--- config.mk ---
export PLATFORM = sky130hd
export DESIGN_NAME = store_stream_top
export DESIGN_NICKNAME = d
export VERILOG_FILES = /design/src/rtl/store_stream_pkg.sv /design/src/rtl/store_addr_gen.sv /design/src/rtl/store_addr_fifo.sv /design/src/rtl/store_sink.sv /design/src/rtl/store_stream_top.sv
export SDC_FILE = /design/constraint.sdc
export NUM_CORES = 1
export LEC_CHECK = 0
export ABC_AREA = 1
export ABC_CLOCK_PERIOD_IN_PS = 4160
export CORE_ASPECT_RATIO = 0.7
export CORE_MARGIN = 2
export CORE_UTILIZATION = 60
export CTS_CLUSTER_DIAMETER = 120
export DETAILED_ROUTE_END_ITERATION = 10
export DONT_BUFFER_PORTS = 1
export HOLD_SLACK_MARGIN = 0.02
export PLACE_DENSITY = 0.84
export SLEW_MARGIN = 0
export SYNTH_ARGS = -nofsm -noshare
export SYNTH_HDL_FRONTEND = slang
export SYNTH_SLANG_ARGS = --single-unit
--- constraint.sdc ---
create_clock -name clk_i -period 4.16 [get_ports clk_i]
set_clock_uncertainty 0.2 [all_clocks]
set_input_delay 0.832 -clock clk_i [delete_from_list [all_inputs] [get_ports clk_i]]
set_output_delay 0.832 -clock clk_i [all_outputs]
set_load 0.01 [all_outputs]
--- src/rtl/store_stream_pkg.sv ---
/*
 * store streamer package
 * widths, job descriptor, status flags, memory request and FSM states
 */
package store_stream_pkg;

  localparam int unsigned STREAM_DW = 32;            // engine stream width
  localparam int unsigned MEM_DW    = STREAM_DW + 32; // extra word for misaligned shift
  localparam int unsigned ADDR_W    = 32;            // byte address width
  localparam int unsigned CNT_W     = 16;            // lengths and transaction count

  // job descriptor, held stable by software for the whole job
  typedef struct packed {
    logic              start;        // one-cycle start pulse
    logic [ADDR_W-1:0] base_addr;    // first byte address
    logic [CNT_W-1:0]  inner_len;    // words per inner run
    logic [ADDR_W-1:0] inner_stride; // bytes between words of a run
    logic [CNT_W-1:0]  outer_len;    // number of inner runs
    logic [ADDR_W-1:0] outer_stride; // bytes between run starts
    logic [CNT_W-1:0]  tot_len;      // inner_len * outer_len
  } store_ctrl_t;

  typedef struct packed {
    logic ready_start; // idle, start accepted
    logic done;        // single-cycle end of job
    logic gen_done;    // generator emitted its last address
  } store_flags_t;

  typedef struct packed {
    logic [ADDR_W-1:0] addr; // byte address, low bits select the lane
  } addr_entry_t;

  typedef struct packed {
    logic                req;
    logic [ADDR_W-1:0]   addr; // word aligned
    logic [MEM_DW-1:0]   data;
    logic [MEM_DW/8-1:0] be;
    logic                we;   // high for a store
  } mem_req_t;

  typedef enum logic [1:0] {
    st_idle,
    st_working,
    st_draining
  } sink_state_t;

endpackage

--- src/rtl/store_addr_gen.sv ---
/*
 * two-dimensional byte address generator
 * walks inner runs then outer steps from the base, one push per address
 */
`timescale 1ns/100ps

module store_addr_gen import store_stream_pkg::*; (
  input  logic        clk_i,
  input  logic        rst_ni,
  input  logic        clear_i,
  input  logic        en_i,
  input  store_ctrl_t ctrl_i,
  input  logic        full_i,
  output logic        push_o,
  output addr_entry_t push_data_o,
  output logic        gen_done_o
);

  logic [CNT_W-1:0]  inner_cnt_q;
  logic [CNT_W-1:0]  outer_cnt_q;
  logic [ADDR_W-1:0] addr_off_q; // offset of the current address from base
  logic [ADDR_W-1:0] line_off_q; // offset of the current run start
  logic              done_q;
  logic              last_inner;
  logic              last_outer;

  assign last_inner = (inner_cnt_q == ctrl_i.inner_len - CNT_W'(1));
  assign last_outer = (outer_cnt_q == ctrl_i.outer_len - CNT_W'(1));

  // no push once done or while the FIFO is full
  assign push_o           = en_i & ~full_i & ~done_q;
  assign push_data_o.addr = ctrl_i.base_addr + addr_off_q;
  assign gen_done_o       = done_q;

  always_ff @(posedge clk_i or negedge rst_ni) begin
    if (!rst_ni) begin
      inner_cnt_q <= '0;
      outer_cnt_q <= '0;
      addr_off_q  <= '0;
      line_off_q  <= '0;
      done_q      <= 1'b0;
    end else if (clear_i) begin
      inner_cnt_q <= '0;
      outer_cnt_q <= '0;
      addr_off_q  <= '0;
      line_off_q  <= '0;
      done_q      <= 1'b0;
    end else if (push_o) begin
      if (last_inner) begin
        inner_cnt_q <= '0;
        if (last_outer) begin
          done_q <= 1'b1; // last address just left
        end else begin
          outer_cnt_q <= outer_cnt_q + CNT_W'(1);
        end
        // next run starts one outer stride further
        line_off_q <= line_off_q + ctrl_i.outer_stride;
        addr_off_q <= line_off_q + ctrl_i.outer_stride;
      end else begin
        inner_cnt_q <= inner_cnt_q + CNT_W'(1);
        addr_off_q  <= addr_off_q + ctrl_i.inner_stride;
      end
    end
  end

endmodule

--- src/rtl/store_addr_fifo.sv ---
/*
 * address FIFO, first-word-fall-through
 * circular buffer with occupancy count and full/empty levels
 */
`timescale 1ns/100ps

module store_addr_fifo import store_stream_pkg::*; #(
  parameter int unsigned DEPTH = 2
) (
  input  logic        clk_i,
  input  logic        rst_ni,
  input  logic        clear_i,
  input  logic        push_i,
  input  addr_entry_t push_data_i,
  input  logic        pop_i,
  output addr_entry_t pop_data_o,
  output logic        full_o,
  output logic        empty_o
);

  localparam int unsigned PTR_W = (DEPTH > 1) ? $clog2(DEPTH) : 1;
  localparam int unsigned CNT_W_FIFO = $clog2(DEPTH + 1);

  addr_entry_t           mem_q [DEPTH];
  logic [PTR_W-1:0]      wr_ptr_q, rd_ptr_q;
  logic [CNT_W_FIFO-1:0] count_q;
  logic                  do_push, do_pop;

  assign do_push = push_i & ~full_o;
  assign do_pop  = pop_i & ~empty_o;

  assign full_o     = (count_q == CNT_W_FIFO'(DEPTH));
  assign empty_o    = (count_q == '0);
  assign pop_data_o = mem_q[rd_ptr_q]; // head shown combinationally

  always_ff @(posedge clk_i or negedge rst_ni) begin
    if (!rst_ni) begin
      wr_ptr_q <= '0;
      rd_ptr_q <= '0;
      count_q  <= '0;
    end else if (clear_i) begin
      wr_ptr_q <= '0;
      rd_ptr_q <= '0;
      count_q  <= '0;
    end else begin
      if (do_push) wr_ptr_q <= (wr_ptr_q == PTR_W'(DEPTH - 1)) ? '0 : wr_ptr_q + PTR_W'(1);
      if (do_pop)  rd_ptr_q <= (rd_ptr_q == PTR_W'(DEPTH - 1)) ? '0 : rd_ptr_q + PTR_W'(1);
      case ({do_push, do_pop})
        2'b10:   count_q <= count_q + CNT_W_FIFO'(1);
        2'b01:   count_q <= count_q - CNT_W_FIFO'(1);
        default: count_q <= count_q; // both or neither
      endcase
    end
  end

  always_ff @(posedge clk_i) begin
    if (do_push) mem_q[wr_ptr_q] <= push_data_i;
  end

endmodule

--- src/rtl/store_sink.sv ---
/*
 * store sink: job FSM, lane alignment and memory store issue
 * pairs each FIFO address with one stream word, counts stores, flags done
 */
`timescale 1ns/100ps

module store_sink import store_stream_pkg::*; #(
  parameter int unsigned MISALIGNED = 1
) (
  input  logic                   clk_i,
  input  logic                   rst_ni,
  input  logic                   clear_i,
  input  store_ctrl_t            ctrl_i,
  input  logic                   gen_done_i,
  input  logic                   empty_i,
  input  addr_entry_t            addr_i,
  input  logic                   stream_valid_i,
  input  logic [STREAM_DW-1:0]   stream_data_i,
  input  logic [STREAM_DW/8-1:0] stream_strb_i,
  input  logic                   mem_gnt_i,
  output logic                   gen_en_o,
  output logic                   gen_clr_o,
  output logic                   pop_o,
  output logic                   stream_ready_o,
  output mem_req_t               mem_o,
  output store_flags_t           flags_o
);

  localparam int unsigned MEM_BW = MEM_DW / 8;

  sink_state_t       cs_q, ns;
  logic [CNT_W-1:0]  cnt_q;   // completed stores
  logic              cnt_clr;
  logic              done_d, done_q;
  logic              active;
  logic              store_fire;
  logic [MEM_DW-1:0] data_al;
  logic [MEM_BW-1:0] strb_al;

  // lane alignment
  if (MISALIGNED == 1) begin : gen_misaligned
    // shift by low address bytes into the wide lane
    assign data_al = MEM_DW'(stream_data_i) << {addr_i.addr[1:0], 3'b000};
    assign strb_al = MEM_BW'(stream_strb_i) << addr_i.addr[1:0];
  end else begin : gen_aligned
    assign data_al = MEM_DW'(stream_data_i); // low word only, low bits ignored
    assign strb_al = MEM_BW'(stream_strb_i);
  end

  assign active = (cs_q != st_idle);

  // memory port, all zero while idle
  assign mem_o.req  = active & stream_valid_i & ~empty_i;
  assign mem_o.addr = active ? {addr_i.addr[ADDR_W-1:2], 2'b00} : '0;
  assign mem_o.data = active ? data_al : '0;
  assign mem_o.be   = active ? strb_al : '0;
  assign mem_o.we   = active;

  assign stream_ready_o = ~stream_valid_i | (mem_gnt_i & ~empty_i);
  assign store_fire     = mem_o.req & mem_gnt_i;
  assign pop_o          = store_fire; // one pop per store

  always_comb begin
    ns                  = cs_q;
    done_d              = 1'b0;
    cnt_clr             = 1'b0;
    gen_en_o            = 1'b0;
    gen_clr_o           = clear_i;
    flags_o.ready_start = 1'b0;
    case (cs_q)
      st_idle: begin
        flags_o.ready_start = 1'b1;
        if (ctrl_i.start) ns = st_working;
      end
      st_working: begin
        gen_en_o = 1'b1;
        if (gen_done_i) ns = st_draining; // all addresses generated
      end
      st_draining: begin
        gen_en_o = 1'b1;
        if (cnt_q == ctrl_i.tot_len) begin
          ns        = st_idle;
          done_d    = 1'b1;
          gen_en_o  = 1'b0;
          gen_clr_o = 1'b1; // rewind generator for next job
          cnt_clr   = 1'b1;
        end
      end
      default: ns = st_idle;
    endcase
  end

  assign flags_o.done     = done_q;
  assign flags_o.gen_done = gen_done_i;

  always_ff @(posedge clk_i or negedge rst_ni) begin
    if (!rst_ni) begin
      cs_q   <= st_idle;
      cnt_q  <= '0;
      done_q <= 1'b0;
    end else if (clear_i) begin
      cs_q   <= st_idle;
      cnt_q  <= '0;
      done_q <= 1'b0;
    end else begin
      cs_q   <= ns;
      done_q <= done_d; // single-cycle pulse
      if (cnt_clr)         cnt_q <= '0;
      else if (store_fire) cnt_q <= cnt_q + CNT_W'(1);
    end
  end

endmodule

--- src/rtl/store_stream_top.sv ---
/*
 * store streamer top level
 * address generator feeds the address FIFO, sink pairs addresses with stream words
 */
`timescale 1ns/100ps

module store_stream_top import store_stream_pkg::*; #(
  parameter int unsigned FIFO_DEPTH = 2,
  parameter int unsigned MISALIGNED = 1
) (
  input  logic                   clk_i,
  input  logic                   rst_ni,
  input  logic                   clear_i,
  input  store_ctrl_t            ctrl_i,
  output store_flags_t           flags_o,
  input  logic                   stream_valid_i,
  input  logic [STREAM_DW-1:0]   stream_data_i,
  input  logic [STREAM_DW/8-1:0] stream_strb_i,
  output logic                   stream_ready_o,
  output mem_req_t               mem_o,
  input  logic                   mem_gnt_i
);

  logic        gen_en, gen_clr, gen_done;
  logic        push, pop;
  logic        fifo_full, fifo_empty;
  addr_entry_t push_data, pop_data;

  store_addr_gen i_addr_gen (
    .clk_i       ( clk_i     ),
    .rst_ni      ( rst_ni    ),
    .clear_i     ( gen_clr   ), // includes the global clear
    .en_i        ( gen_en    ),
    .ctrl_i      ( ctrl_i    ),
    .full_i      ( fifo_full ),
    .push_o      ( push      ),
    .push_data_o ( push_data ),
    .gen_done_o  ( gen_done  )
  );

  store_addr_fifo #(
    .DEPTH ( FIFO_DEPTH )
  ) i_addr_fifo (
    .clk_i       ( clk_i      ),
    .rst_ni      ( rst_ni     ),
    .clear_i     ( clear_i    ),
    .push_i      ( push       ),
    .push_data_i ( push_data  ),
    .pop_i       ( pop        ),
    .pop_data_o  ( pop_data   ),
    .full_o      ( fifo_full  ),
    .empty_o     ( fifo_empty )
  );

  store_sink #(
    .MISALIGNED ( MISALIGNED )
  ) i_sink (
    .clk_i          ( clk_i          ),
    .rst_ni         ( rst_ni         ),
    .clear_i        ( clear_i        ),
    .ctrl_i         ( ctrl_i         ),
    .gen_done_i     ( gen_done       ),
    .empty_i        ( fifo_empty     ),
    .addr_i         ( pop_data       ),
    .stream_valid_i ( stream_valid_i ),
    .stream_data_i  ( stream_data_i  ),
    .stream_strb_i  ( stream_strb_i  ),
    .mem_gnt_i      ( mem_gnt_i      ),
    .gen_en_o       ( gen_en         ),
    .gen_clr_o      ( gen_clr        ),
    .pop_o          ( pop            ),
    .stream_ready_o ( stream_ready_o ),
    .mem_o          ( mem_o          ),
    .flags_o        ( flags_o        )
  );

endmodule

==> impl.org <==
** Cells and area
- From synthesis to final layout, the design area changed by 5.26%.
- Non-Filler Instances :: 2862
- Share of final-layout standard cells stronger than drive strength 1 :: 3.78%
- Net total in the final layout :: 2766

** Synthesis
- In this run the cell area of the synthesized design comes to 16900 um^2.
- Synthesis-stage register bit count :: 184
- Yosys warns :: 0
- Library cell with the highest instance count after synthesis :: nand2_1
- Counting distinct cell types in the post-synthesis netlist gives 52.
- Share of synthesized registers carrying an async set or reset :: 65.2%
- Number of instances in the synthesized netlist :: 2500
- Yosys attributes the largest share of cell area to dfrtp_1, nand2_1, edfxtp_1.
- Fraction of the yosys area taken by sequential cells :: 29.2%
- Most common flop cell mapped by yosys :: dfrtp_1
- Most common library cells after synthesis :: nand2_1, nor2_1, inv_1
- Per-instance average area after synthesis :: 6.75 um^2
- The synthesized design spends more area on one cell type than any other, namely dfrtp_1.
- In this run, synthesis inferred 64 flip-flops with an integrated enable.
- Proportion of netlist area held by the largest area contributor :: 17.8%

** Floorplanning
- In this run the standard cell core region covers 27800 um^2.
- The die is 204 um wide.
- Top-Level Pins :: 296
- The floorplan step set the die height to 144 um.
- The floorplan has 51 rows.
- The die covers 29500 um^2.
- Initial Utilization :: 60.8%

** Routing
- Via Count :: 17.0k
- DR pass1 iterations :: 6
- The final layout contains routed wiring with a total length of 52100 um.
- In the final routed layout, each cell accounts on average for 18.2 um.
- After detailed routing, the number of vias per cell comes to 5.94.
- The detailed router finished its first iteration with 1664 violations.
- Post-detailed-route count of antenna-violating nets :: 0
- Final routed DRC violation total :: 0

** CTS
- Clock buffers created by TritonCTS :: 17
- TritonCTS built the clock tree.
- Post-CTS setup buffers :: 0
- Clock latency on the worst-skew pair :: 0.46 ns
- The H-tree was split into 4 levels.
- Clock-pin slew was measured on the worst setup and hold paths at 0.07 ns.
- Sinks on Clock Net :: 184
- The tree is rooted in a clkbuf_16.
- Gates resized during post-CTS repair numbered 0.
- No sink is reached through more buffers than the 2 on the longest clock path.

** Global routing
- The first global-routing pass estimated 78700 um of wire.
- Antenna violations before repair :: 3
- Vias in the first global route :: 15.0k
- Tot GR Track Use :: 34.3%
- Maximum number of pins on one net before global-route repair :: 121
- For this run the aggregate overflow at the end of global routing stands at 0.

** Critical path
- List of cells traversed by the critical path :: inv_1, or2_2, nand2_2, buf_4, mux2i_1, o22ai_1, buf_4
- Longest individual stage delay on the worst path :: 0.57 ns
- Data required time at the worst endpoint :: 3.13 ns
- Critical Path Start Type :: flop
- Critical path class :: flop to output pin
- The worst setup path is captured at an output pin.
- In this design, the critical path's most frequently occurring cell is buf_4.
- Maximum fanout encountered on the critical timing path :: 26
- The slowest stage of the critical path belongs to the cell dfrtp_1.
- Worst reg-to-reg setup slack :: 0.71 ns
- Data on the critical path arrives at its endpoint at 2.63 ns.
- In this run the critical register-to-register path is launched from i_sink.cnt_q[0].
- The critical path starts at i_addr_fifo.rd_ptr_q.

** STA
- Final sum of negative setup slack :: 0 ns
- Worst slew margin relative to its limit :: 54.2%
- Final Hold Fails :: 0
- For the pin with the worst max-slew slack, the measured transition is 0.687 ns.
- Unrepaired setup endpoints after global routing :: false
- Peak clock frequency supported by timing :: 273 MHz
- Post-route minimum period :: 3.67 ns
- The final number of max-transition violations was 0.
- Setup violations remaining at the end of the flow were counted as 0.
- Final clock period utilization by the worst path :: 88.1%
- Final critical-path setup slack :: 0.494 ns

** Run
- Max_cap viols :: 0

** Placed design
- After legalization and detailed placement, the total HPWL measured 41500 um.
- Post-placement worst setup slack :: 0.524 ns
- Count of buffers inserted at the top-level ports :: 0
- Final weighted congestion in routability-driven placement :: 1.01
- After detailed placement, the design holds a cell count of 2826.

** Outcome
- Run status :: finished, final reports clean

** Power
- For this design the ratio of total power to cell area is 426 nW/um^2.
- Across the VDD grid, the largest voltage drop is 0.334 mV.
- The analysis attributes to cell leakage a power of 8.72 nW.

** Worst hold path
- Hold Crit Class :: input port to asynchronous set/reset pin
final timing paths:
check / to / cells past startpoint
setup reg to reg: i_addr_gen.line_off_q[5] / 13
max in group asynchronous: i_addr_gen.addr_off_q[2] / 1
hold / removal: i_addr_gen.inner_cnt_q[13] / 1
min in group clk_i: i_sink.done_q / 1
setup / recovery: mem_o[35] / 7
hold reg to reg: i_addr_gen.line_off_q[16] / 2
metal layers:
| metal | wire [um] | track usage, % | vias up |
|---|---|---|---|
| li1 | - | - | 8249 |
| met1 | 22800 | 48.9 | 7779 |
| met2 | 21800 | 51.1 | 876 |
| met3 | 5950 | 8.68 | 93 |
| met4 | 1450 | 10.9 | 4 |
| met5 | 23 | 0 | - |
cells in the final DEF (no fill, tap or decap), types with 56 or more instances in the layout:
| cell | synthesis | final |
|---|---|---|
| nor2_1 | 343 | 341 |
| xor2_1 | 88 | 88 |
| ha_1 | 102 | 102 |
| inv_1 | 238 | 238 |
| edfxtp_1 | 64 | 64 |
| nand2_1 | 661 | 660 |
| nand4_1 | 56 | 56 |
| dfrtp_1 | 120 | 120 |
| o21ai_0 | 131 | 131 |
| nand3_1 | 218 | 218 |
| a21oi_1 | 118 | 118 |
power by group:
| part | switching [W] | internal, W |
|---|---|---|
| clock | 0.000797 | 0.000916 |
| sequential | 0.000199 | 0.00225 |
| combinational | 0.00235 | 0.00106 |
timing repair:
action | in CTS | in global routing
hold buffers | 1 | 0
endpoints found under the setup margin | 0 | 0
hold endpoints to repair | 120 | 0
cell type report:
class / instances / area (um^2)
Multi-Input combinational cell: 2006 / 10600
Fill cell: 2540 / 10000
Sequential cell: 184 / 4920
Inverter: 242 / 908
Tap cell: 371 / 464
Clock buffer: 19 / 433
Timing Repair Buffer: 24 / 200
Clock inverter: 13 / 175
Antenna cell: 3 / 7.51
registers in the layout, summed over array words and instances, names as in the netlist:
register / count
i_sink.cs_q: 2
i_sink.cnt_q: 16
i_addr_gen.line_off_q: 32
i_addr_gen.inner_cnt_q: 16
i_addr_gen.addr_off_q: 32
i_addr_fifo.rd_ptr_q: 1
i_addr_gen.outer_cnt_q: 16
i_addr_fifo.mem_q: 64
i_sink.done_q: 1
i_addr_gen.gen_done_o: 1
i_addr_fifo.count_q: 2
i_addr_fifo.wr_ptr_q: 1
cell families (layout without fill, tap and decap cells):
logic type | after synthesis | in the layout | share of synthesized area, %
and+or+nand+nor | 1390 | 1390 | 35.4
AOI/OAI and AO/OA | 338 | 338 | 10.9
buffers and inverters | 320 | 298 | 7.98
DFF | 184 | 184 | 29.2
xor gates and xnor gates | 134 | 134 | 6.96
adders and majority gates | 105 | 105 | 7.92
muxes | 28 | 28 | 1.66
other | 1 | 14 | 0.0222
critical path: cells and delay by family, from the launching register on:
| kind | cells | cell delay [ns] |
|---|---|---|
| buffers and inverters | 3 | 0.68 |
| DFF | 1 | 0.57 |
| muxes | 1 | 0.27 |
| and+or+nand+nor | 2 | 0.55 |
| AOI/OAI and AO/OA | 1 | 0.11 |
through the flow:
step	power (W)	cell area, um^2	hold WS, ns	util (%)
final	0.00756	17800	0.0849	64.0
after CTS	0.00750	17700	0.159	63.9
after floorplan	0.00499	16900	0.246	-
after detailed placement	0.00578	17100	0.279	61.6
after global routing	0.00805	17700	0.141	63.9
after global placement	0.00568	17100	0.269	61.6
(Power assumes the default switching activity.)
